### src/rtl/mips_macros.svh
`ifndef MIPS_MACROS_SVH
`define MIPS_MACROS_SVH

// Datapath word
`define DATA_WIDTH 32

`define REG_ADDR_WIDTH 5

// 64 data memory words
`define DMEM_ADDR_WIDTH 6

`endif

### src/rtl/DataMemory.sv
`timescale 1ns/1ps
`default_nettype none

`include "mips_macros.svh"

module DataMemory (
    input  wire logic                        clk,
    input  wire logic                        arstN,
    input  wire logic [`DMEM_ADDR_WIDTH-1:0] addr,
    input  wire logic                        writeEn,
    input  wire logic [`DATA_WIDTH-1:0]      writeData,
    output logic [`DATA_WIDTH-1:0]           readData
);

    logic [`DATA_WIDTH-1:0] mem [2**`DMEM_ADDR_WIDTH]; // Word addressed

    always_ff @(posedge clk or negedge arstN) begin
        if (!arstN) begin
            for (int i = 0; i < 2**`DMEM_ADDR_WIDTH; i++) begin
                mem[i] <= '0;
            end
        end else if (writeEn) begin
            mem[addr] <= writeData;
        end
    end

    assign readData = mem[addr];

endmodule

`default_nettype wire

### config.mk
export PLATFORM = sky130hd
export DESIGN_NAME = DataMemory
export DESIGN_NICKNAME = d
export VERILOG_FILES = /design/src/rtl/DataMemory.sv
export VERILOG_INCLUDE_DIRS = /design/src /design/src/rtl
export SDC_FILE = /design/constraint.sdc
export NUM_CORES = 2
export LEC_CHECK = 0
export BUFFER_PORTS_ARGS = -buffer_cell sky130_fd_sc_hd__buf_2
export CORE_ASPECT_RATIO = 0.6
export CORE_MARGIN = 3
export CORE_UTILIZATION = 35
export CTS_CLUSTER_SIZE = 40
export DETAILED_ROUTE_END_ITERATION = 6
export PLACE_DENSITY = 0.48
export SYNTH_ARGS = -nofsm -noshare
export SYNTH_HDL_FRONTEND = slang
export SYNTH_SLANG_ARGS = --single-unit
### constraint.sdc
create_clock -name clk -period 5.3 [get_ports clk]
set_clock_uncertainty 0.1 [all_clocks]
set_input_delay 0.265 -clock clk [delete_from_list [all_inputs] [get_ports clk]]
set_output_delay 0.265 -clock clk [all_outputs]
set_load 0.005 [all_outputs]
; ---- After elaboration in Yosys (flattened, before gate mapping)
; Cells that the tools add are included.
[classes]
n_lt_le_gt_ge = 2
bitwise = 1
n_reduce_logical = 1
muxes = 6
[op_table]
columns = op, count
row1 = $bwmux 2048, 1
row2 = $bmux 32 s6, 1
row3 = $demux 32 s6, 1
row4 = $mux 32, 3
row5 = $ge 7x7->1 const B, 1
row6 = $lt 7x1->1 const B, 1
row7 = $not 6->7, 1
row8 = $logic_and 1x1->1, 1
[word_totals]
output_inout_bits = 32
elab_cells = 74
register_bits = 2048

; ---- Longest topological paths before layout
[depth]
ltp_word = 6
depth_mapped = 11

; ---- Worst setup path after synthesis
; Ideal clock, no wire load.
[synth_timing]
path_type = input port to output port
from = in addr[2]
to = out readData[11]
path_slack_ps = 2972
t_required_ps = 4935
stages = 7
arrival_ps = 1963
n_path_buf = 3
cell_sequence = buf_2 > buf_2 > clkbuf_1 > mux4_2 > mux2i_1 > o21ai_0 > or4_1
[synth_via]
elab_chain_cells = 4
[synth_rtl]
columns = item, line_no
row1 = from (decl), DataMemory.sv:9  ; input wire logic [`DMEM_ADDR_WIDTH-1:0] addr,
row2 = $not 6->7 (implied by the code), DataMemory.sv:27  ; assign readData = mem[addr];
row3 = $bmux 32 s6, DataMemory.sv:27
row4 = $mux 32 (implied by the code) (2 in series), DataMemory.sv:27
row5 = to (decl), DataMemory.sv:12  ; output logic [`DATA_WIDTH-1:0] readData
; No other way between the ends. The select of a mux whose other input is x is not followed.

; ---- Worst setup path in the final report
[layout_timing]
from = in addr[5]
to = out readData[26]
; The elaborated chain is that of the path after synthesis.

==> impl_metrics.env <==
export IMPL_mostFrequentLayoutCell="mux2_2"
export IMPL_clock_sinks=2048
export IMPL_outcome="complete, no violations"
export IMPL_power_density_mw_per_mm2=371
export IMPL_drt_wl_total_mm=357
export IMPL_top_level_ports=73
export IMPL_first_pass_iters=6
export IMPL_finalSetupViolations=0
export IMPL_grt_max_degree=166
export IMPL_hp_class="in2reg"
export IMPL_drt_iter0_drc=6336
export IMPL_fmax_ghz=0.223
export IMPL_leakagePower_nw=47.0
export IMPL_htreeDepth=4
export IMPL_insertion_delay_ns=0.87
export IMPL_cpMostUsedCell="buf_2"
export IMPL_fp_dieH_um=404
export IMPL_syn_inst=6808
export IMPL_syn_area_sq_mm=0.0922
export IMPL_vias_per_cell=6.09
export IMPL_cts_tree="done"
export IMPL_relSlewSlack=0.145
export IMPL_drc=0
export IMPL_rsz0062_at_grt="no"
export IMPL_slowest_stage="nand2b_1"
export IMPL_layout_nets=6675
export IMPL_synth_edf_count=0
export IMPL_grt_overflow_total=0
export IMPL_crit_type="in2out"
export IMPL_drv_slew=0
export IMPL_finalHoldViolCount=0
export IMPL_portBuffers=72
export IMPL_post_cts_setup_buffer_count=0
export IMPL_clockBufferDepth=4
export IMPL_clk_pin_slew_worst_paths_ns=0.07
export IMPL_wire_per_inst_um=34.9
export IMPL_ys_async_sr_fraction=1.00
export IMPL_antenna_found_initial=31
export IMPL_area_growth_pct=12.5
export IMPL_antenna_left=0
export IMPL_vdd_drop_max_mv=0.234
export IMPL_synthFlopType="dfrtp_1"
export IMPL_critPathCaptureType="output pin"
export IMPL_start_util=0.353
export IMPL_track_usage=0.261
export IMPL_die_w_um=669
export IMPL_crit_required_ns=4.93
export IMPL_cp_max_fo=18
export IMPL_top_register="mem"
export IMPL_hold_slack_ns=0.0717
export IMPL_syn_area_per_cell_sq_um=13.5
export IMPL_grt_pass1_vias=61986
export IMPL_cp_slowest_stage_delay_ns=0.70
export IMPL_dpl_cell_area_sq_mm=0.0970
export IMPL_core_area_sq_mm=0.261
export IMPL_arrival_ns=4.13
export IMPL_setup_tns_ns=0
export IMPL_layout_drive_gt1_share=0.432
export IMPL_period_share=0.847
export IMPL_root_buffer="clkbuf_16"
export IMPL_maxCapViolations=0
export IMPL_start_kind="primary input"
export IMPL_crit_chain="buf_2 -> and3b_2 -> nand2b_1 -> buf_4 -> o22ai_1 -> nor4_1 -> o21ai_0 -> or4_1 -> buf_2"
export IMPL_synth_seq_cells=2048
export IMPL_place_congestion=0.823
export IMPL_top_regs="mem (2048)"
export IMPL_tightest_slew_ns=1.28
export IMPL_grt_pass1_wl_mm=502
export IMPL_largest_reg_flops=2048
export IMPL_yosysWarnings=0
export IMPL_layout_common_cells="mux2_2, dfrtp_1, a22oi_1"
export IMPL_vias=62427
export IMPL_dieArea_sq_mm=0.270
export IMPL_synth_cell_types=60
export IMPL_syn_nets=6849
export IMPL_finalCriticalPeriod_ns=4.49
export IMPL_cts_buffers=203
export IMPL_ys_seq_area_frac=0.556
export IMPL_rows=145
export IMPL_fin_area_sq_mm=0.104
export IMPL_dp_hpwl_mm=213
cells by family (layout without fill, tap and decap cells):
| logic type | count (synthesis) | count (layout) | share of synthesized area |
|---|---|---|---|
| compound gates | 1404 | 1404 | 0.108 |
| buf+inv | 759 | 733 | 0.0368 |
| flops | 2048 | 2048 | 0.556 |
| mux | 2256 | 2256 | 0.282 |
| other cells | 0 | 11 | 0 |
| simple gates | 341 | 341 | 0.0180 |
layer usage:
layer  vias up  track usage  share of wire
met2      2440        0.361           0.41
met5         -      0.00268        0.00014
met3       491       0.0606          0.083
met1     34276        0.405           0.48
met4         4       0.0661          0.027
li1      25216            -              -
synth_stat cells (15+ instances only):
library cell	instances	area, sq um
nor2_1	80	300
clkbuf_1	302	1130
mux4_2	63	1420
o21ai_0	150	751
a22o_1	52	455
nand2b_1	20	125
dfrtp_1	2048	51200
a221oi_1	273	2390
nand3_1	25	125
a21oi_1	266	1330
nand2_1	113	424
mux2i_1	111	1110
a22oi_1	428	3210
o211ai_1	21	158
buf_1	156	586
a211oi_1	27	203
o221ai_1	17	149
buf_4	42	315
o22ai_1	85	532
mux2_2	2067	23300
mux2_1	15	169
buf_2	247	1240
nor4_1	18	113
timing repair:
item,4_1_cts,5_1_grt
resized for setup,0,0
hold buffers,3,0
hold endpoints to repair,202,0
setup endpoints to repair,0,0
path summary, 6_finish.rpt:
kind / startpoint / to / slack (ns) / depth (start not counted)
setup / recovery: addr[5] / readData[26] / 0.81 / 9
hold / removal: writeEn / mem[1589] / 0.07 / 4
setup reg to reg: mem[1209] / mem[1209] / 4.37 / 1
hold reg to reg: mem[1934] / mem[1934] / 0.39 / 1
max in group asynchronous: arstN / mem[111] / 3.02 / 4
min in group asynchronous: arstN / mem[215] / 0.45 / 3
power breakdown:
group          internal, W  leakage, nW  total [W]  switching (W)
clock network      0.00848         3.30     0.0150        0.00653
logic              0.00230         16.5    0.00478        0.00247
registers           0.0177         27.2     0.0187        0.00104
stage by stage:
step | power, W | std cells | utilization | setup WS (ns)
floorplan | 0.0219 | 6808 | - | 2.97
global placement | 0.0236 | 9880 | 0.371 | 1.05
detailed placement | 0.0238 | 9880 | 0.371 | 1.03
CTS | 0.0388 | 10236 | 0.397 | 1.01
global route | 0.0401 | 10236 | 0.397 | 0.932
finish | 0.0385 | 10247 | 0.397 | 0.808
cell type report:
cell class / count / area [sq um]
tap: 3454 / 4320
multi-input combinational: 4001 / 38100
antenna: 11 / 27.5
clock inverter: 60 / 686
fill: 24349 / 157000
clock buffer: 293 / 5980
sequential: 2048 / 51200
timing repair buffer: 378 / 3400
inverter: 2 / 7.51
worst max-delay path, delay by kind of cell:
family                 cells  cell delay [ns]
AND/OR/NAND/NOR            4             2.60
buffers and inverters      3             0.86
AO/OA/AOI/OAI              2             0.34
Power figures use the tool's default switching activity.
