==> src/rtl/mips_macros.svh <==
`ifndef MIPS_MACROS_SVH
`define MIPS_MACROS_SVH

// Datapath word
`define DATA_WIDTH 32

`define REG_ADDR_WIDTH 5

// 64 data memory words
`define DMEM_ADDR_WIDTH 6

`endif

==> src/rtl/RegisterFile.sv <==
`timescale 1ns/1ps
`default_nettype none

`include "mips_macros.svh"

module RegisterFile (
    input  wire logic                       clk,
    input  wire logic                       arstN,
    input  wire logic [`REG_ADDR_WIDTH-1:0] readAddrA,
    input  wire logic [`REG_ADDR_WIDTH-1:0] readAddrB,
    input  wire logic                       writeEn,
    input  wire logic [`REG_ADDR_WIDTH-1:0] writeAddr,
    input  wire logic [`DATA_WIDTH-1:0]     writeData,
    output logic [`DATA_WIDTH-1:0]          readDataA,
    output logic [`DATA_WIDTH-1:0]          readDataB
);

    logic [`DATA_WIDTH-1:0] regs [2**`REG_ADDR_WIDTH];

    always_ff @(posedge clk or negedge arstN) begin
        if (!arstN) begin
            for (int i = 0; i < 2**`REG_ADDR_WIDTH; i++) begin
                regs[i] <= '0;
            end
        end else if (writeEn && (writeAddr != '0)) begin
            regs[writeAddr] <= writeData; // r0 writes dropped
        end
    end

    assign readDataA = regs[readAddrA]; // Async reads
    assign readDataB = regs[readAddrB];

    // Holds across every write sequence, not only the one in flight
    r0StaysZero: assert property (@(posedge clk) disable iff (!arstN)
        (regs[0] == '0))
        else $error("register 0 lost its zero value");

endmodule

`default_nettype wire

==> config.mk <==
export PLATFORM = sky130hd
export DESIGN_NAME = RegisterFile
export DESIGN_NICKNAME = d
export VERILOG_FILES = /design/src/rtl/RegisterFile.sv
export VERILOG_INCLUDE_DIRS = /design/src /design/src/rtl
export SDC_FILE = /design/constraint.sdc
export NUM_CORES = 2
export LEC_CHECK = 0
export BUFFER_PORTS_ARGS = -buffer_cell sky130_fd_sc_hd__buf_4
export CELL_PAD_IN_SITES_DETAIL_PLACEMENT = 1
export CELL_PAD_IN_SITES_GLOBAL_PLACEMENT = 2
export CORE_MARGIN = 2
export CORE_UTILIZATION = 36
export DETAILED_ROUTE_END_ITERATION = 6
export HOLD_SLACK_MARGIN = 0.1
export PLACE_DENSITY_LB_ADDON = 0.1
export SETUP_SLACK_MARGIN = 0.5
export SYNTH_ARGS = -nofsm -noshare
export SYNTH_HDL_FRONTEND = slang
export SYNTH_SLANG_ARGS = --single-unit
==> constraint.sdc <==
create_clock -name clk -period 2.5 [get_ports clk]
set_clock_uncertainty 0.15 [all_clocks]
set_input_delay 0.375 -clock clk [delete_from_list [all_inputs] [get_ports clk]]
set_output_delay 0.375 -clock clk [all_outputs]
set_load 0.05 [all_outputs]
Yosys cells after proc, flatten, opt, wreduce, memory -nomap -nowiden

Cells that the tools add are included.

Register bits: 1024
Input bits: 50
Output and inout bits: 64

$lt $le $gt $ge: 4
Muxes and demuxes: 9
Bitwise logic cells: 3
Reduce and logical (&&, ||, !) cells: 3

Operators with widths:

| operator             | count |
|---|---|
| $bwmux W1024         | 1 |
| $bmux W32 S5         | 2 |
| $demux W32 S5        | 1 |
| $mux W32             | 5 |
| $ge A6 B6 Y1 const B | 3 |
| $not A5 Y6           | 3 |
| $lt A6 B1 Y1 const B | 1 |
| $reduce_bool A5 Y1   | 1 |
| $logic_and A1 B1 Y1  | 2 |

Longest topological paths before layout

Depth in word-level cells: 6
Gate-level depth with buffers: 8
Depth with buffers taken out: 5

Least setup slack after synthesis

OpenSTA, ideal clock, no wires.

Path type: input to output
From: input readAddrA[1]
To: output readDataA[11]
Arrival: 1.897 ns
Setup slack: 0.078 ns
Stages on the path: 8
Path buffers: 4
Path through: buf_2 > buf_4 > buf_2 > buf_2 > mux2i_1 > nand2_1 > a31oi_1 > nand3_1

Longest elaborated chain between the ends: 4

RTL lines:

| what                                         | RTL line           | text |
|---|---|---|
| start, declared                              | RegisterFile.sv:9  | `` input wire logic [`REG_ADDR_WIDTH-1:0] readAddrA, `` |
| $not A5 Y6 (implied by the code)             | RegisterFile.sv:30 | `assign readDataA = regs[readAddrA];` |
| $bmux W32 S5                                 | RegisterFile.sv:30 |  |
| $mux W32 (implied by the code) (2 in series) | RegisterFile.sv:30 |  |
| end, declared                                | RegisterFile.sv:14 | `` output logic [`DATA_WIDTH-1:0] readDataA, `` |

No other way between the ends. The select of a mux whose other input is x is not followed.

Final worst setup path

From: register regs[933] (netlist bit)
To: output readDataA[5]

Longest elaborated chain between the ends: 3

RTL lines:

| what                                         | RTL line           | text |
|---|---|---|
| start, declared                              | RegisterFile.sv:18 | `` logic [`DATA_WIDTH-1:0] regs [2**`REG_ADDR_WIDTH]; `` |
| start signal, assigned by index              | RegisterFile.sv:26 | `regs[writeAddr] <= writeData;` |
| $bmux W32 S5                                 | RegisterFile.sv:30 |  |
| $mux W32 (implied by the code) (2 in series) | RegisterFile.sv:30 |  |

No other way between the ends. The select of a mux whose other input is x is not followed.

==> results.cfg <==
[detailed_routing]
routed_wl_mm = 211
ant_nets = 0
post_drt_wl_per_cell_microns = 29.9
vias = 39669
firstDrtPassIters = 5
initialDrtViolationCount = 2057
viasPerCell = 5.63
drc = 0

[synthesis]
ys_ff_latch = 1024
synthMuxAreaShare_pct = 38.3
syn_avg_cell_area_sq_um = 12.2
synth_edf_count = 0
syn-num-nets = 4651
synthXorXnorAreaFrac_pct = 0
synth_top_area_share_pct = 45.8
ys_dominant_reg_cell = dfrtp_1
synth.distinct_cells = 28
synthCells = 4601
synth_seq_area_share_pct = 45.8
synth_compound_area_share_pct = 7.01
synth-simple-area-share_pct = 4.39
synth.area.top_cells = dfrtp_1 (46%), mux2_2 (19%), mux2i_1 (18%), a22oi_1 (2.6%), a22o_1 (2.0%)
yosysWarnings = 0
netlist_area_sq_um = 55900
synth_common_cells = dfrtp_1 (1024), mux2i_1 (1024), mux2_2 (953)
yosys.area_share.adder_pct = 0
yosysTopAreaCell = dfrtp_1
synth_top_family_by_area = multiplexers
async_flop_share_pct = 100

[placed_design]
io_buffer_count = 113
dp_slack_ns = -0.352
gp_congestion = 0.788
hpwl_mm = 140

[clock_tree]
cts-buffers-inserted = 132
cts_root_buf = clkbuf_16
cts.sinks = 1024
cts_htree_levels = 4
insertion_delay_ns = 0.75
tritoncts = done
clock_tree.buffer_depth = 3
clk_pin_slew_ns = 0.06

[setup_path]
path_cells = mux2i_1 > a22o_1 > nor3_2 > buf_4 > a31oi_4 > nand3_4 > buf_8
worst_setup_path_start_kind = flop
arrival_ns = 2.23
cpPeakStageDelay_ns = 0.42
worstSetupEndpointType = output port
crit_required_ns = 1.98
crit_path_top_delay_cell = dfrtp_1
r2r_cells = 3
critPathMaxFanout = 3
path_class = reg -> out

[pwr]
irDropWorstVdd_v = 0.000645
powerDensity_nw_per_um2 = 761
p_sw_share_pct = 29.6
leakagePower_nw = 32.7
power.combinational.fraction_pct = 21.9
sequentialPowerShare_pct = 41.8
intPower_mw = 37.4
fin_total_pwr_mw = 53.1
power_switching_mw = 15.8
clkPwrFrac_pct = 36.4

[timing]
post-route-min-period_ns = 2.76
period_share_pct = 110
final.setup.worst_slack_ns = -0.256
drv_slew = 0
slew_headroom_pct = 43.7
tns_ns = -10.33
setup-violations-final = 64
worstMarginPinSlew_ns = 0.842
hold_viol_final = 0
rsz0062_at_grt = yes
fmax_mhz = 363

[run]
cap_violations = 0

[cells_and_area]
largestRegisters = regs: 1024 flops
regMostFlops = regs
nets = 4963
largest_reg_flops = 1024
drive_above_1_share_pct = 40.0
area_growth_pct = 24.8

[global_routing]
grt_max_degree = 89
gr-total-overflow = 0
grtUsageTotal_pct = 26.7
grt_pass1_vias = 42746
grt_pass1_wl_mm = 310
antenna_found_initial = 6

[status]
violations = negative setup slack
run_status = finished with violations

[floorplan]
io_pins = 114
fp.dieW_microns = 398
start_util_pct = 36.3
fp.dieH_microns = 398
rows = 144
dieArea_sq_um = 159000
core_sq_um = 154000

[min_path]
hp-class = reg -> reg
min_delay_path_depth = 0
## what timing repair did
action | CTS | global route
hold buffers | 34 | 0
endpoints found under the setup margin | 64 | 64
gates resized for setup | 167 | 20
endpoints found under the hold margin | 1812 | 0
pin swaps | 73 | 55
setup buffers | 2 | 5
## metrics by stage
stage	util, %	cell area (sq um)	hold slack (ns)	std cells
2_1_floorplan	-	57500	-0.0706	4601
3_3_place_gp	41.6	64100	0.202	6782
3_5_place_dp	41.6	64100	0.203	6782
4_1_cts	45.2	69700	0.227	7046
5_1_grt	45.3	69800	0.245	7051
6_report	45.3	69800	0.249	7052
## layout by cell type, fill, tap and decap left out, drive strengths merged, types with 4 or more instances in the layout
cell,n
mux2,992
dfrtp,1024
a22oi,192
a22o,128
nand3,194
clkinv,15
nor2,19
a31oi,64
nor3,65
nor2b,4
dlygate4sd3,33
a21oi,192
mux2i,1024
buf,618
nor3b,4
nand3b,4
nand2b,4
clkbuf,198
nand2,210
bufinv,7
inv,5
## cells by family (layout without fill, tap and decap cells)
group                  Yosys count  after routing
AOI/OAI and AO/OA              576            576
buffers and inverters          473            879
other                            0              1
muxes                         2016           2016
DFF                           1024           1024
and+or+nand+nor                512            512
## power groups by stage
stage	Clock, mW	Sequential, mW	Combinational [mW]
finish	19.3	22.2	11.6
global placement	0	22.3	11.0
detailed placement	0	22.4	11.2
global route	20.5	22.6	12.5
CTS	19.8	22.1	11.7
floorplan	0	21.6	7.88
## critical path: cells and delay by family, from the launching register on
kind	cells	cell delay [ns]
flops	1	0.42
compound gates	2	0.35
buf+inv	2	0.35
simple gates	2	0.19
mux	1	0.16
## per-layer routing
layer | track usage, % | wire length [microns]
met4 | 6.86 | 5310
met3 | 2.79 | 5050
met5 | 0 | 0
met2 | 43.9 | 101000
met1 | 37.3 | 100000
## final cells by class
class / instances / area, sq um
multi-input cells: 3104 / 29700
repair buffers: 651 / 7580
clock buffers: 198 / 4010
flip-flops and latches: 1024 / 25600
well taps: 2044 / 2560
fillers: 15766 / 84400
diodes: 1 / 2.50
clock inverters: 30 / 352
## worst paths after layout
kind	from	endpoint	slack, ns
worst max-delay path	regs[933]	readDataA[5]	-0.26
worst min-delay path	regs[1023]	regs[1023]	0.25
worst max register to register	regs[796]	regs[796]	1.34
worst min register to register	regs[1023]	regs[1023]	0.25
max in group asynchronous	arstN	regs[94]	1.27
min in group asynchronous	arstN	regs[549]	0.31
(Power assumes the default switching activity.)
