$ cat config.mk
export PLATFORM = sky130hd
export DESIGN_NAME = AluController
export DESIGN_NICKNAME = d
export VERILOG_FILES = /design/src/rtl/mips_macros.svh /design/src/rtl/mips_pkg.sv /design/src/rtl/AluController.sv
export SDC_FILE = /design/constraint.sdc
export NUM_CORES = 1
export LEC_CHECK = 0
export BUFFER_PORTS_ARGS = -buffer_cell sky130_fd_sc_hd__buf_2
export CAP_MARGIN = 20
export CORE_AREA = 3 3 40 42
export DETAILED_ROUTE_END_ITERATION = 8
export DIE_AREA = 0 0 43 45
export PLACE_DENSITY_LB_ADDON = 0.08
export SLEW_MARGIN = 20
export SYNTH_ARGS = -nofsm -noshare
export SYNTH_HDL_FRONTEND = slang
export SYNTH_SLANG_ARGS = --single-unit
$ cat constraint.sdc
create_clock -name vclk -period 1.2
set_input_delay 0.18 -clock vclk [all_inputs]
set_output_delay 0.18 -clock vclk [all_outputs]
set_load 0.005 [all_outputs]
$ cat src/rtl/mips_macros.svh
`ifndef MIPS_MACROS_SVH
`define MIPS_MACROS_SVH

// Datapath word
`define DATA_WIDTH 32

`define REG_ADDR_WIDTH 5

// 64 data memory words
`define DMEM_ADDR_WIDTH 6

`endif

$ cat src/rtl/mips_pkg.sv
`default_nettype none

package mips_pkg;

    typedef enum logic [5:0] {
        OP_RTYPE  = 6'b000000, // ALU ops picked by funct
        OP_REGIMM = 6'b000001, // BGEZ or BLTZ, rt bit 0 decides
        OP_J      = 6'b000010,
        OP_JAL    = 6'b000011, // Not supported here
        OP_BEQ    = 6'b000100,
        OP_BNE    = 6'b000101,
        OP_BLEZ   = 6'b000110,
        OP_BGTZ   = 6'b000111,
        OP_ADDI   = 6'b001000,
        OP_ADDIU  = 6'b001001,
        OP_SLTI   = 6'b001010,
        OP_SLTIU  = 6'b001011,
        OP_ANDI   = 6'b001100,
        OP_ORI    = 6'b001101,
        OP_XORI   = 6'b001110,
        OP_LUI    = 6'b001111, // Not supported here
        OP_LB     = 6'b100000, // Byte and halfword access unsupported
        OP_LH     = 6'b100001,
        OP_LW     = 6'b100011,
        OP_SB     = 6'b101000,
        OP_SH     = 6'b101001,
        OP_SW     = 6'b101011
    } opcodeT;

    // Compare ops only drive condTrue in the ALU
    typedef enum logic [4:0] {
        ALU_ADD, ALU_ADDU, ALU_SUB, ALU_AND, ALU_OR, ALU_XOR, ALU_NOR,
        ALU_SLT, ALU_SLTU, ALU_SLL, ALU_SRL,
        ALU_EQ, ALU_NE, ALU_LEZ, ALU_GTZ, ALU_GEZ, ALU_LTZ,
        ALU_FUNCT // Resolved from funct by AluController
    } aluOpT;

    typedef enum logic [1:0] {DST_RD, DST_RT} regDstT;

    typedef enum logic [1:0] {WB_ALU, WB_MEM} memToRegT;

endpackage

`default_nettype wire

$ cat src/rtl/AluController.sv
`timescale 1ns/1ps
`default_nettype none

module AluController import mips_pkg::*; (
    input  wire aluOpT      aluClass,
    input  wire logic [5:0] funct,
    output aluOpT           aluOp
);

    localparam logic [5:0] FN_SLL  = 6'h00;
    localparam logic [5:0] FN_SRL  = 6'h02;
    localparam logic [5:0] FN_ADD  = 6'h20;
    localparam logic [5:0] FN_ADDU = 6'h21;
    localparam logic [5:0] FN_SUB  = 6'h22;
    localparam logic [5:0] FN_AND  = 6'h24;
    localparam logic [5:0] FN_OR   = 6'h25;
    localparam logic [5:0] FN_XOR  = 6'h26;
    localparam logic [5:0] FN_NOR  = 6'h27;
    localparam logic [5:0] FN_SLT  = 6'h2a;
    localparam logic [5:0] FN_SLTU = 6'h2b;

    always_comb begin
        aluOp = aluClass; // Non R-type passes straight through
        if (aluClass == ALU_FUNCT) begin
            case (funct)
                FN_SLL:  aluOp = ALU_SLL;
                FN_SRL:  aluOp = ALU_SRL;
                FN_ADD:  aluOp = ALU_ADD;
                FN_ADDU: aluOp = ALU_ADDU;
                FN_SUB:  aluOp = ALU_SUB;
                FN_AND:  aluOp = ALU_AND;
                FN_OR:   aluOp = ALU_OR;
                FN_XOR:  aluOp = ALU_XOR;
                FN_NOR:  aluOp = ALU_NOR;
                FN_SLT:  aluOp = ALU_SLT;
                FN_SLTU: aluOp = ALU_SLTU;
                default: aluOp = ALU_ADDU; // Unknown funct, rd still written
            endcase
        end
    end

endmodule

`default_nettype wire

==> After elaboration in Yosys (flattened, before gate mapping) <==
Cells that the tools add are included.
{ "op_classes": {"muxes": 2, "eq_ne": 10, "n_reduce_logical": 1} }
{ "ops": {"columns": ["operator", "n"], "rows": [
  ["6-bit == test (second input constant)", 8],
  ["4-bit one-hot mux with 10 select lines", 1],
  ["6-bit by 2-bit == test with 1-bit output (second input constant)", 1],
  ["6-bit logical NOT", 1],
  ["5-bit == test (second input constant)", 1],
  ["5-bit two-way mux", 1]
]} }
{ "totals": {"out_inout_bits": 5, "ff_bits": 0, "input_bits": 11, "wordCells": 13} }

==> Depth between registers and ports, before layout <==
{ "logic_depth": {"word_depth": 3, "ltp_mapped": 4} }

==> Worst setup path before layout <==
Ideal clock, no wire load.
{ "synth_timing": {"path_kind": "in2out", "startpoint": "input funct[0]", "endpoint": "output aluOp[0]", "arrival_time_ps": 1123, "stages": 4, "path_slack_ps": -103, "t_required_ps": 1020, "n_path_buf": 1, "path_cell_list": "buf_6 -> or3_1 -> and3_1 -> o41a_1"} }
{ "synth_between": {"elab_chain_len": 3, "word_cells_on_any_way": 12, "cone_classes": "9 x eq/ne; 2 x mux; 1 x reduce/logical"} }
{ "synth_rtl": {"columns": ["item", "line_no", "rtl"], "rows": [
  ["from (decl)", "AluController.sv:6", "input wire logic [5:0] funct,"],
  ["6-bit == test (tied with other cells)", "AluController.sv:25", "case (funct)"],
  ["4-bit one-hot mux with 10 select lines (*)", "AluController.sv:25", null],
  ["5-bit two-way mux (*)", "AluController.sv:24", "if (aluClass == ALU_FUNCT) begin"],
  ["to (decl)", "AluController.sv:7", "output aluOpT aluOp"]
]} }
Mark *: on every way between the ends. The rest lies on a longest branch, timed or not.

==> Final worst setup path <==
{ "layout_timing": {"startpoint": "input funct[2]", "endpoint": "output aluOp[0]"} }
The elaborated chain is that of the path after synthesis.

==> results.md <==
* Detailed-router iteration count before antenna repair at 4
* Tot Pwr at 0.147 mW
* Seq/Total Area, Yosys at 0
* Row cnt at 13
* Overall routing resource usage at 0.0862
* Remaining global-route overflow at 0
* Leading cell type by number of instances after synthesis: a21oi_1
* Switching power summed over all nets at about 0.058 mW
* Detailed-route via count at 363
* Min Clock Period, post-route at 1380 ps
* Adder-cell share of the synthesized area at 0
* Post-route clock period utilization at 1.15
* Area of placed instances at a little under 400 sq um
* Final cell area excluding filler cells at 494 sq um
* Fraction of the mapped netlist area in compound gates at 0.291
* Internal Power at approximately 0.089 mW
* Mapped Nets at 45
* DP HPWL at 659 um
* Final net count at 73
* Area used by multi-input combinational logic at around 230 sq um
* Highest fanout seen on the critical path at 3
* Headroom to the max-slew limit at 0.833
* Die outline area at slightly below 0.002 sq mm
* Area of the mapped netlist at 224 sq um
* Total wire length at 836 um
* Number of primary I/O pins at 16
* Number of inserted diodes at 0
* Fin. max-slew vios at 0
* Number of failing hold endpoints at the final stage at 0
* Worst Max-Slew Pin Slew at between 200 and 250 ps
* Cell leakage power at 0.227 nW
* Hold crit path type: in2out
* Synth warn at 0
* Type of element launching the critical path: primary input
* Post-cts hold buffer count at 0
* Final core utilization at 0.385
* Max Cap Violations at 0
* Post-synthesis xor/xnor area fraction at 0
* Post-synthesis cell type count at 25
* Minimum setup slack after placement at -325 ps
* Via count of the first global-routing pass at between 300 and 400
* Maximum operating frequency at roughly 0.73 GHz
* Post-synthesis cell type with the largest combined area: nor4b_1
* Number of DRC violations after detailed routing at 0
* Number of nets with antenna violations after routing at 0
* Routed via count divided by cell count at 4.84
* Signal arrival time at the worst endpoint at 1200 ps
* Initial standard-cell utilization of the core at 0.174
* Maximum number of pins on one net before global-route repair at 8
* Area of all sequential standard cells at 0 sq um
* Total power density per cell area at between 200 and 300 mW/mm^2
* Floorplan Core Area at 0.00128 sq mm
* X dimension of the die at 43 um
* Net switching share of the total power at 0.394
* Register share of total power at 0
* Cell types with the largest area share after synthesis: nor4b_1, a21oi_1, o31ai_1
* Number of clock buffers in the layout at 0
* Detailed-route wire length per cell at 11.1 um
* Failing checks: setup timing
* Main combinational cell family by area after synthesis: simple AND/OR/NAND/NOR gates
* Fraction of post-synthesis cell area in the top cell type by area at 0.0782
* Share of total power in the clock network at 0
* Multiplexer area fraction after synthesis at 0
* Comb power frac at 1.000
* Vert. Die Dim at 45 um
* Nature of the critical path endpoint: primary output
* RePlAce Congestion at ~0.68
* Antenna violations before repair at 0
* Final setup violation count at 4
* Number of buffer cells added on primary ports at 16
* Share of synthesized cell area in and, or, nand and nor gates at 0.570
* Area Growth Syn to Fin at 121%
* Crit path from: funct[2]
* First-pass GRT wire length at ~1400 um
* RSZ-0062 raised after global routing: yes
* Sequential cell count at 0
* Detailed router's first-iteration violation count at 4
* Avg Synthesized Cell Area at between 6 and 7 sq um
* Critical Path Sink: aluOp[0]
* Worst-case vdd ir drop at 0.000123 V
* Fill cell total of the finished layout at 133
* Worst min-delay path startpoint: aluClass[4]
* Setup TNS at -467 ps
* Syn Inst Count at 34
* Final worst slack at -176 ps
* Run status: complete, but fails checks
* Endpoint required time on the critical path at about 1000 ps
* Layout cell share with drive strength beyond 1 at 0.617
* Class of the most critical setup path: in2out
-- power by group through the flow --
stage	clock network [mW]	registers (mW)	logic [mW]
after floorplan	0	0	0.0527
after global placement	0	0	0.114
after detailed placement	0	0	0.115
after CTS	0	0	0.142
after global routing	0	0	0.162
final	0	0	0.147
-- worst max-delay path, stage by stage --
cell and delay [ps]:
buf_8 100, or3_1 340, and3_1 150, o41a_1 300
buf_2 130
-- metal layers --
metal / vias to the layer above / GRT usage / share of wire
met1: 165 / 0.0929 / 0.42
li1: 186 / - / -
met5: - / 0 / 0
met4: 0 / 0 / 0
met3: 0 / 0.0120 / 0.077
met2: 12 / 0.186 / 0.50
-- kinds of logic (layout without fill, tap and decap cells) --
| family | Yosys count | after routing |
|---|---|---|
| AND/OR/NAND/NOR | 19 | 19 |
| AO/OA/AOI/OAI | 9 | 9 |
| buffers and inverters | 6 | 32 |
-- metrics by stage --
| step | hold WS (ps) | std cells |
|---|---|---|
| 2_1_floorplan | 443 | 34 |
| 3_3_place_gp | 656 | 74 |
| 3_5_place_dp | 662 | 74 |
| 4_1_cts | 667 | 75 |
| 5_1_grt | 711 | 75 |
| 6_report | 660 | 75 |
-- cell usage in the layout (no fill, tap or decap), types with 2 or more instances in the layout --
cell | synthesis | layout
buf_2 | 1 | 11
buf_8 | 0 | 2
a21oi_1 | 3 | 2
buf_6 | 1 | 6
and3_1 | 2 | 2
inv_1 | 2 | 2
o31ai_1 | 2 | 2
buf_4 | 0 | 11
nor2b_1 | 2 | 2
-- how the worst min path moves through the flow --
stage | endpoint | slack [ps] | depth (start not counted)
final | aluOp[4] | 660 | 3
after global routing | aluOp[4] | 710 | 3
after CTS | aluOp[4] | 670 | 3
after global placement | aluOp[1] | 660 | 4
after detailed placement | aluOp[4] | 660 | 3
after floorplan | aluOp[2] | 440 | 1
-- layout make-up --
type | count | share of cell area
tap | 15 | 0.0380
inverter | 2 | 0.0152
timing repair buffer | 30 | 0.476
multi-input combinational | 28 | 0.471
-- timing repair --
item,CTS,global route
gates resized for setup,18,4
endpoints found under the setup margin,5,5
setup buffers,1,2
pin swaps,7,5
(Power assumes the default switching activity.)
