`src/rtl/mips_macros.svh`:
```
`ifndef MIPS_MACROS_SVH
`define MIPS_MACROS_SVH

// Datapath word
`define DATA_WIDTH 32

`define REG_ADDR_WIDTH 5

// 64 data memory words
`define DMEM_ADDR_WIDTH 6

`endif

```
`src/rtl/mips_pkg.sv`:
```
`default_nettype none

package mips_pkg;

    typedef enum logic [5:0] {
        OP_RTYPE  = 6'b000000, // ALU ops picked by funct
        OP_REGIMM = 6'b000001, // BGEZ or BLTZ, rt bit 0 decides
        OP_J      = 6'b000010,
        OP_JAL    = 6'b000011, // Not supported here
        OP_BEQ    = 6'b000100,
        OP_BNE    = 6'b000101,
        OP_BLEZ   = 6'b000110,
        OP_BGTZ   = 6'b000111,
        OP_ADDI   = 6'b001000,
        OP_ADDIU  = 6'b001001,
        OP_SLTI   = 6'b001010,
        OP_SLTIU  = 6'b001011,
        OP_ANDI   = 6'b001100,
        OP_ORI    = 6'b001101,
        OP_XORI   = 6'b001110,
        OP_LUI    = 6'b001111, // Not supported here
        OP_LB     = 6'b100000, // Byte and halfword access unsupported
        OP_LH     = 6'b100001,
        OP_LW     = 6'b100011,
        OP_SB     = 6'b101000,
        OP_SH     = 6'b101001,
        OP_SW     = 6'b101011
    } opcodeT;

    // Compare ops only drive condTrue in the ALU
    typedef enum logic [4:0] {
        ALU_ADD, ALU_ADDU, ALU_SUB, ALU_AND, ALU_OR, ALU_XOR, ALU_NOR,
        ALU_SLT, ALU_SLTU, ALU_SLL, ALU_SRL,
        ALU_EQ, ALU_NE, ALU_LEZ, ALU_GTZ, ALU_GEZ, ALU_LTZ,
        ALU_FUNCT // Resolved from funct by AluController
    } aluOpT;

    typedef enum logic [1:0] {DST_RD, DST_RT} regDstT;

    typedef enum logic [1:0] {WB_ALU, WB_MEM} memToRegT;

endpackage

`default_nettype wire

```
`src/rtl/DatapathController.sv`:
```
`timescale 1ns/1ps
`default_nettype none

module DatapathController import mips_pkg::*; (
    input  wire opcodeT   opCode,
    output regDstT        regDst,
    output logic          regWrite,
    output logic          aluSrc,
    output logic          memWrite,
    output logic          memRead,
    output logic          branch,
    output memToRegT      memToReg,
    output logic          signExt,
    output logic          jump,
    output aluOpT         aluClass
);

    always_comb begin
        regDst   = DST_RT; // Idle values, same as an unsupported opcode
        regWrite = 1'b0;
        aluSrc   = 1'b0;
        memWrite = 1'b0;
        memRead  = 1'b0;
        branch   = 1'b0;
        memToReg = WB_ALU;
        signExt  = 1'b0;
        jump     = 1'b0;
        aluClass = ALU_ADDU;

        case (opCode)
            OP_RTYPE: begin
                regDst   = DST_RD;
                regWrite = 1'b1;
                aluClass = ALU_FUNCT; // Refined from funct
            end
            OP_REGIMM: begin
                branch   = 1'b1;
                aluClass = ALU_GEZ; // Top flips to LTZ from rt
            end
            OP_J: begin
                jump = 1'b1;
            end
            OP_BEQ, OP_BNE, OP_BLEZ, OP_BGTZ: begin
                branch = 1'b1;
                case (opCode)
                    OP_BEQ:  aluClass = ALU_EQ;
                    OP_BNE:  aluClass = ALU_NE;
                    OP_BLEZ: aluClass = ALU_LEZ;
                    default: aluClass = ALU_GTZ;
                endcase
            end
            OP_ADDI, OP_ADDIU, OP_SLTI, OP_SLTIU: begin
                regWrite = 1'b1;
                aluSrc   = 1'b1;
                signExt  = 1'b1;
                case (opCode)
                    OP_ADDI:  aluClass = ALU_ADD;
                    OP_ADDIU: aluClass = ALU_ADDU;
                    OP_SLTI:  aluClass = ALU_SLT;
                    default:  aluClass = ALU_SLTU; // Sign extended, unsigned compare
                endcase
            end
            OP_ANDI, OP_ORI, OP_XORI: begin
                regWrite = 1'b1;
                aluSrc   = 1'b1; // Zero extended immediate
                case (opCode)
                    OP_ANDI: aluClass = ALU_AND;
                    OP_ORI:  aluClass = ALU_OR;
                    default: aluClass = ALU_XOR;
                endcase
            end
            OP_LW: begin
                regWrite = 1'b1;
                aluSrc   = 1'b1;
                memRead  = 1'b1;
                memToReg = WB_MEM;
                signExt  = 1'b1;
                aluClass = ALU_ADD; // Base plus offset
            end
            OP_SW: begin
                aluSrc   = 1'b1;
                memWrite = 1'b1;
                signExt  = 1'b1;
                aluClass = ALU_ADD;
            end
            default: ; // JAL, LUI, byte/half access keep idle values
        endcase

        // A single instruction never both writes a register and stores
        assert (!(regWrite && memWrite))
            else $error("regWrite and memWrite both high for opcode %0h", opCode);
    end

endmodule

`default_nettype wire

```
`config.mk`:
```
export PLATFORM = sky130hd
export DESIGN_NAME = DatapathController
export DESIGN_NICKNAME = d
export VERILOG_FILES = /design/src/rtl/mips_macros.svh /design/src/rtl/mips_pkg.sv /design/src/rtl/DatapathController.sv
export SDC_FILE = /design/constraint.sdc
export NUM_CORES = 1
export LEC_CHECK = 0
export ABC_AREA = 0
export BUFFER_PORTS_ARGS = -buffer_cell sky130_fd_sc_hd__buf_2
export CORE_AREA = 2 2 39 41
export DETAILED_ROUTE_END_ITERATION = 8
export DIE_AREA = 0 0 41 43
export PLACE_DENSITY = 0.56
export SYNTH_ARGS = -nofsm -noshare
export SYNTH_HDL_FRONTEND = slang
export SYNTH_SLANG_ARGS = --single-unit
```
`constraint.sdc`:
```
create_clock -name vclk -period 1
set_input_delay 0.05 -clock vclk [all_inputs]
set_output_delay 0.05 -clock vclk [all_outputs]
set_load 0.1 [all_outputs]
```
# Yosys cells after proc, flatten, opt, wreduce, memory -nomap -nowiden
# Cells that the tools add are included.
# Widths: inputs -> output; s select.
dict set report word_totals {
  output_inout_bits 16
  inputBits 6
  reg_bits 0
}
dict set report classes {
  n_eq_ne 15
  reduce_logical 9
  n_mux 13
}
# op count
set op_table {}
lappend op_table {{$eq 6x4->1 const B} 7}
lappend op_table {{$pmux 5 s6} 1}
lappend op_table {{$eq 6x3->1 const B} 4}
lappend op_table {{$reduce_or 9->1} 2}
lappend op_table {{$eq 6x6->1 const B} 2}
lappend op_table {{$pmux 4 s3} 1}
lappend op_table {{$mux 1} 9}
lappend op_table {{$pmux 3 s3} 1}
lappend op_table {{$reduce_or 4->1} 2}
lappend op_table {{$eq 6x1->1 const B} 1}
lappend op_table {{$eq 6x2->1 const B} 1}
lappend op_table {{$logic_not 6->1} 1}
lappend op_table {{$pmux 3 s2} 1}
lappend op_table {{$reduce_or 6->1} 1}
lappend op_table {{$reduce_or 5->1} 1}
lappend op_table {{$reduce_or 3->1} 1}
lappend op_table {{$reduce_or 2->1} 1}

# Logic depth before layout (Yosys ltp)
# Gate-level depths: netlist (run 1).
dict set report logic_depth {
  word_depth 3
  ltp_mapped 4
}

# Worst setup path after synthesis (run 1)
# OpenSTA, ideal clock, no wires.
dict set report synth_timing {
  path_type {input to output}
  startpoint {input port opCode[0]}
  endpoint {output port aluSrc}
  required_time_ns 0.950
  arrival_ns 5.008
  n_path_buf 1
  path_slack_ns -4.058
  cell_stages 3
  path_cell_list {buf_2 > nand2_1 > a2111oi_0}
}
dict set report synth_between {
  elab_chain_cells 3
}
# element line
set synth_rtl {}
lappend synth_rtl {{start, declared} DatapathController.sv:5} ;# input wire opcodeT opCode,
lappend synth_rtl {{$eq 6x4->1 or $eq 6x6->1 (tied branches)} DatapathController.sv:30} ;# case (opCode)
lappend synth_rtl {{$reduce_or 9->1 (no source line) *} -}
lappend synth_rtl {{$mux 1 *} DatapathController.sv:30}
lappend synth_rtl {{end, declared} DatapathController.sv:8} ;# output logic aluSrc,
# Every way passes the cells marked *; elsewhere a longest branch is shown, timed or not.

# Worst setup path after layout (run 1)
dict set report layout_timing {
  startpoint {input port opCode[2]}
  endpoint {output port aluClass[1]}
}
dict set report layout_between {
  elab_chain_cells 3
}
# element line
set layout_rtl {}
lappend layout_rtl {{$eq 6x4->1 (tied with other cells)} {DatapathController.sv:30, DatapathController.sv:56}}
lappend layout_rtl {{$pmux 4 s3 (tied with other cells)} DatapathController.sv:56} ;# case (opCode)
lappend layout_rtl {{$pmux 5 s6 *} DatapathController.sv:30}
lappend layout_rtl {{end, declared} DatapathController.sv:15} ;# output aluOpT aluClass
# Marks and branches as above.

==> results of run 1 <==
## synth_stat cells, types with 2 or more instances
library cell | n | area [µm²]
inv_1 | 2 | 7.51
nor3_1 | 3 | 15.0
nand3_1 | 2 | 10.0
nand2_1 | 4 | 15.0
nand2b_1 | 4 | 25.0
buf_2 | 3 | 15.0
buf_4 | 3 | 22.5
nor2_1 | 6 | 22.5
## critical path, cell delays in order
cell and delay (ns):
buf_6 0.09, or2_4 0.26, mux4_2 0.49, nor2_4 0.12, buf_12 0.18
## where the power goes
group / switching [mW] / leakage, nW / internal [mW]
sequential: 0 / 0 / 0
clock: 0 / 0 / 0
combinational: 0.329 / 0.431 / 0.224
## per-stage QoR
step                power (mW)  setup TNS (ns)  cells  cell area (µm²)
CTS                      0.522           -1.82    100              987
finish                   0.553           -1.78    100             1040
global placement         0.461           -2.07     97              850
floorplan                0.315           -5.97     50              467
global route             0.574           -2.21    100             1040
detailed placement       0.465           -2.16     97              850
## what timing repair did
item | in CTS | in global routing
pin swaps | 8 | 3
cloned | 0 | 0
setup buffers | 3 | 1
resized for setup | 24 | 15
setup endpoints to repair | 13 | 13
## layer usage
| layer | part of all wire, % | wire (µm) |
|---|---|---|
| met2 | 52 | 713 |
| met3 | 4.3 | 59 |
| met1 | 43 | 584 |
| met5 | 0 | 0 |
| met4 | 1.2 | 16 |
## cells by family after synthesis
| kind of cell | count (synthesis) | synth area share (%) |
|---|---|---|
| multiplexers | 2 | 10.8 |
| AND/OR/NAND/NOR | 27 | 47.8 |
| AO/OA/AOI/OAI | 8 | 19.7 |
| buffers and inverters | 11 | 20.5 |
| other | 1 | 1.20 |
## how the worst max path moves through the flow
stage                     startpoint     endpoint  slack [ns]  cells after the start
after global placement     opCode[2]    regDst[0]       -0.29                      4
final                      opCode[2]  aluClass[1]       -0.24                      5
after detailed placement   opCode[2]    regDst[0]       -0.30                      4
after global routing       opCode[2]  aluClass[1]       -0.27                      5
after floorplan            opCode[2]     regWrite       -1.11                      4
after CTS                  opCode[2]  aluClass[1]       -0.24                      5
## final cells by class
| class | instances | share of cell area [%] |
|---|---|---|
| tap | 16 | 1.92 |
| multi-input combinational | 39 | 44.7 |
| inverter | 3 | 2.04 |
| timing repair buffer | 42 | 51.4 |
==> run summary, run 1 <==
Syn Area/Cell: 6.36 µm²
Ys Warns: 0
num ports: 22
final hold vios: 0
MaxCap Viol Count: 0
Final setup viols: 12
dpl hpwl: 922 µm
via count: 501
violated checks: setup timing
register area share after synthesis: 0%
port bufs: 20
WL/cell: 13.7 µm
clkbuf count: 0
Post-Syn Area: 312 µm²
multi-input combinational cell area: 467 µm²
HP Start: opCode[4]
minimum clock period: 1.24 ns
first-pass GRT wire length: 2270 µm
hold depth: 4
Seq cells: 0
number of diodes: 0
Unique masters post-synth: 30
final core utilization: 75.5%
Overall Global Routing Usage: 17.5%
final net count: 92
commonest non-fill, non-tap cell in the layout: buf_12
pin count of the biggest net entering global routing: 9
worst hold path class: input pin to primary output
Layout Area Growth over Synthesis: 235%
Sequential Area: 0 µm²
achievable clock frequency: 809 MHz
Starting DRT DRC Count: 3
antenna violations before repair: 0
Worst VDD drop: 0.302 mV
Die H: 43 µm
core area: 1380 µm²
Initial Util: 22.5%
filler instances: 95
# rows: 14
RSZ-0062 raised after global routing: true
# hold bufs at CTS: 0
final WL: 1370 µm
status: complete, but fails checks
Gate Count Post-Synth: 49
number of iterations in the first detailed-routing pass: 3
Post-DRT Antenna Nets: 0
pre-CTS WS: -0.300 ns
layout cells sized above 1: 82.1%
GPL Wtd Cong: 0.795
Die W: 41 µm
vias in the first global route: 515
grt ovf: 0
most frequent cells in the layout: buf_12 (14), buf_6 (13), buf_4 (13)
drt drc: 0
routed vias/inst: 5.01
CP startpoint kind: input pin
met2 global-route usage: 29.1%
Slew Limit Fails: 0
met1 Use GR: 24.4%
Setup crit end kind: primary output
Fin Hold WS: 0.570 ns
Lkg Pwr: 0.431 nW
final worst slack: -0.237 ns
Setup CP Type: input pin to primary output
Arrival @ worst endpoint: 1.19 ns
Max FO, Critical Path: 4
hold path endpoint: signExt
GR peak layer: met2
worst endpoint required time: 0.95 ns
die area: 1760 µm²
post-route clock period utilization: 124%
GR Layer Usage met3: 1.05%
PwrDens: 529 nW/µm²
(Power assumes the default switching activity.)
==> inputs of run 2 (changes only) <==
Settings changed: PLACE_DENSITY 0.56 to not set, SLEW_MARGIN set to 5.
==> run 2 against run 1 <==
Against the previous run:
- largest power group unchanged
- utilization increased by 3.7 points
- worst setup slack got worse by 0.038 ns
- combinational power up 4.7%
- highest routed layer unchanged
- clock-buffer cell count unchanged
- the flow still finishes with violations (setup timing)
- final area rose by 4.9%
- global-route usage down 1.4 points
==> run summary, run 2 (synthesized netlist as in run 1, its figures left out) <==
status: complete, but fails checks (unchanged)
violated checks: setup timing (unchanged)
pin count of the biggest net entering global routing: 8 (was 9)
Die W: 41 µm (unchanged)
CP startpoint kind: input pin (unchanged)
filler instances: 82 (was 95)
Non-Filler Instances: 103 (was 100)
# placed instances: 99 (was 97)
Overall Global Routing Usage: 16.1% (was 17.5%)
number of iterations in the first detailed-routing pass: 4 (was 3)
achievable clock frequency: 784 MHz (was 809 MHz)
RSZ-0062 raised after global routing: true (unchanged)
Setup CP Type: input pin to primary output (unchanged)
wire length on met2: 941 µm (was 713 µm)
Seq cells: 0 (unchanged)
vias in the first global route: 490 (was 515)
met3 WL: 54 µm (was 59 µm)
final hold vios: 0 (unchanged)
Sequential Area: 0 µm² (unchanged)
MaxCap Viol Count: 0 (unchanged)
Critical Path Max Stage Delay: 0.51 ns (was 0.49 ns)
WL/cell: 15.2 µm (was 13.7 µm)
port bufs: 20 (unchanged)
worst hold path class: input pin to primary output (unchanged)
routed vias/inst: 5.18 (was 5.01)
drt drc: 0 (unchanged)
Slew Limit Fails: 0 (unchanged)
die area: 1760 µm² (unchanged)
final worst slack: -0.275 ns (was -0.237 ns)
Die H: 43 µm (unchanged)
most frequent cells in the layout: buf_4 (16), buf_12 (16), buf_6 (12) (was buf_12 (14), buf_6 (13), buf_4 (13))
top cell family by delay on the critical path: multiplexers (unchanged)
dpl cell area: 877 µm² (was 850 µm²)
number of diodes: 0 (unchanged)
Worst VDD drop: 0.381 mV (was 0.302 mV)
Post-DRT Antenna Nets: 0 (unchanged)
Initial Util: 22.5% (unchanged)
Final setup viols: 12 (unchanged)
Arrival @ worst endpoint: 1.22 ns (was 1.19 ns)
core area: 1380 µm² (unchanged)
Fin Hold WS: 0.490 ns (was 0.570 ns)
Crit-path slowest cell: mux4_2 (unchanged)
Max Used Layer: met4 (unchanged)
grt ovf: 0 (unchanged)
first-pass GRT wire length: 2060 µm (was 2270 µm)
antenna violations before repair: 0 (unchanged)
Starting DRT DRC Count: 7 (was 3)
post-route clock period utilization: 127% (was 124%)
dpl hpwl: 1040 µm (was 922 µm)
GPL Wtd Cong: 0.826 (was 0.795)
design area: 1100 µm² (was 1040 µm²)
pre-CTS WS: -0.322 ns (was -0.300 ns)
Met1 Wirelength: 528 µm (was 584 µm)
Setup crit end kind: primary output (unchanged)
# rows: 14 (unchanged)
setup TNS: -1.89 ns (was -1.78 ns)
Layout Area Growth over Synthesis: 252% (was 235%)
layout cells sized above 1: 81.6% (was 82.1%)
Max FO, Critical Path: 4 (unchanged)
via count: 534 (was 501)
final WL: 1570 µm (was 1370 µm)
Critical path origin: opCode[2] (unchanged)
worst endpoint required time: 0.95 ns (about the same)
minimum clock period: 1.27 ns (was 1.24 ns)
HP Start: opCode[3] (was opCode[4])
CP cell instances: buf_6 -> or2_4 -> mux4_2 -> nor2_4 -> buf_12 (unchanged)
Lkg Pwr: 0.463 nW (was 0.431 nW)
num ports: 22 (unchanged)
final net count: 95 (was 92)
worst path bufs/invs: 2 (unchanged)
PwrDens: 529 nW/µm² (about the same)
clkbuf count: 0 (unchanged)
# hold bufs at CTS: 0 (unchanged)
==> run 2: routing by layer <==
layer | up-vias | global-route usage, %
li1 | 247 | -
met1 | 261 | 19.3
met2 | 20 | 29.7
met3 | 6 | 1.57
met4 | 0 | 1.33
met5 | - | 0
==> run 2: worst paths after layout <==
kind | endpoint | cells after the start | slack (ns)
hold / removal | signExt | 4 | 0.49
setup / recovery | aluClass[1] | 5 | -0.27
==> run 2: what timing repair did <==
action                                  in CTS  in global routing
buffers inserted                             2                  5
pin swaps                                    9                  8
endpoints found under the setup margin      14                 14
gates resized for setup                     25                 17
==> run 2: area by class of cell <==
| cell class | count | area [µm²] | share of cell area [%] |
|---|---|---|---|
| timing repair buffer | 45 | 591 | 53.9 |
| multi-input combinational | 39 | 469 | 42.8 |
| tap | 16 | 20.0 | 1.83 |
| inverter | 3 | 16.3 | 1.48 |
==> run 2: tightest hold or removal path, cell delays in order <==
cell and delay, ns:
buf_8 0.11, nand2b_4 0.07, a211oi_4 0.06, buf_12 0.16
==> run 2: power by group <==
part	total, mW	switching, mW	internal [mW]
combinational	0.579	0.335	0.245
clock	0	0	0
sequential	0	0	0
total	0.579	0.335	0.245
==> run 2: per-stage QoR <==
step	power, mW	utilization (%)
after floorplan	0.315	-
after global placement	0.473	63.4
after detailed placement	0.480	63.4
after CTS	0.525	71.6
after global routing	0.601	79.2
final	0.579	79.2
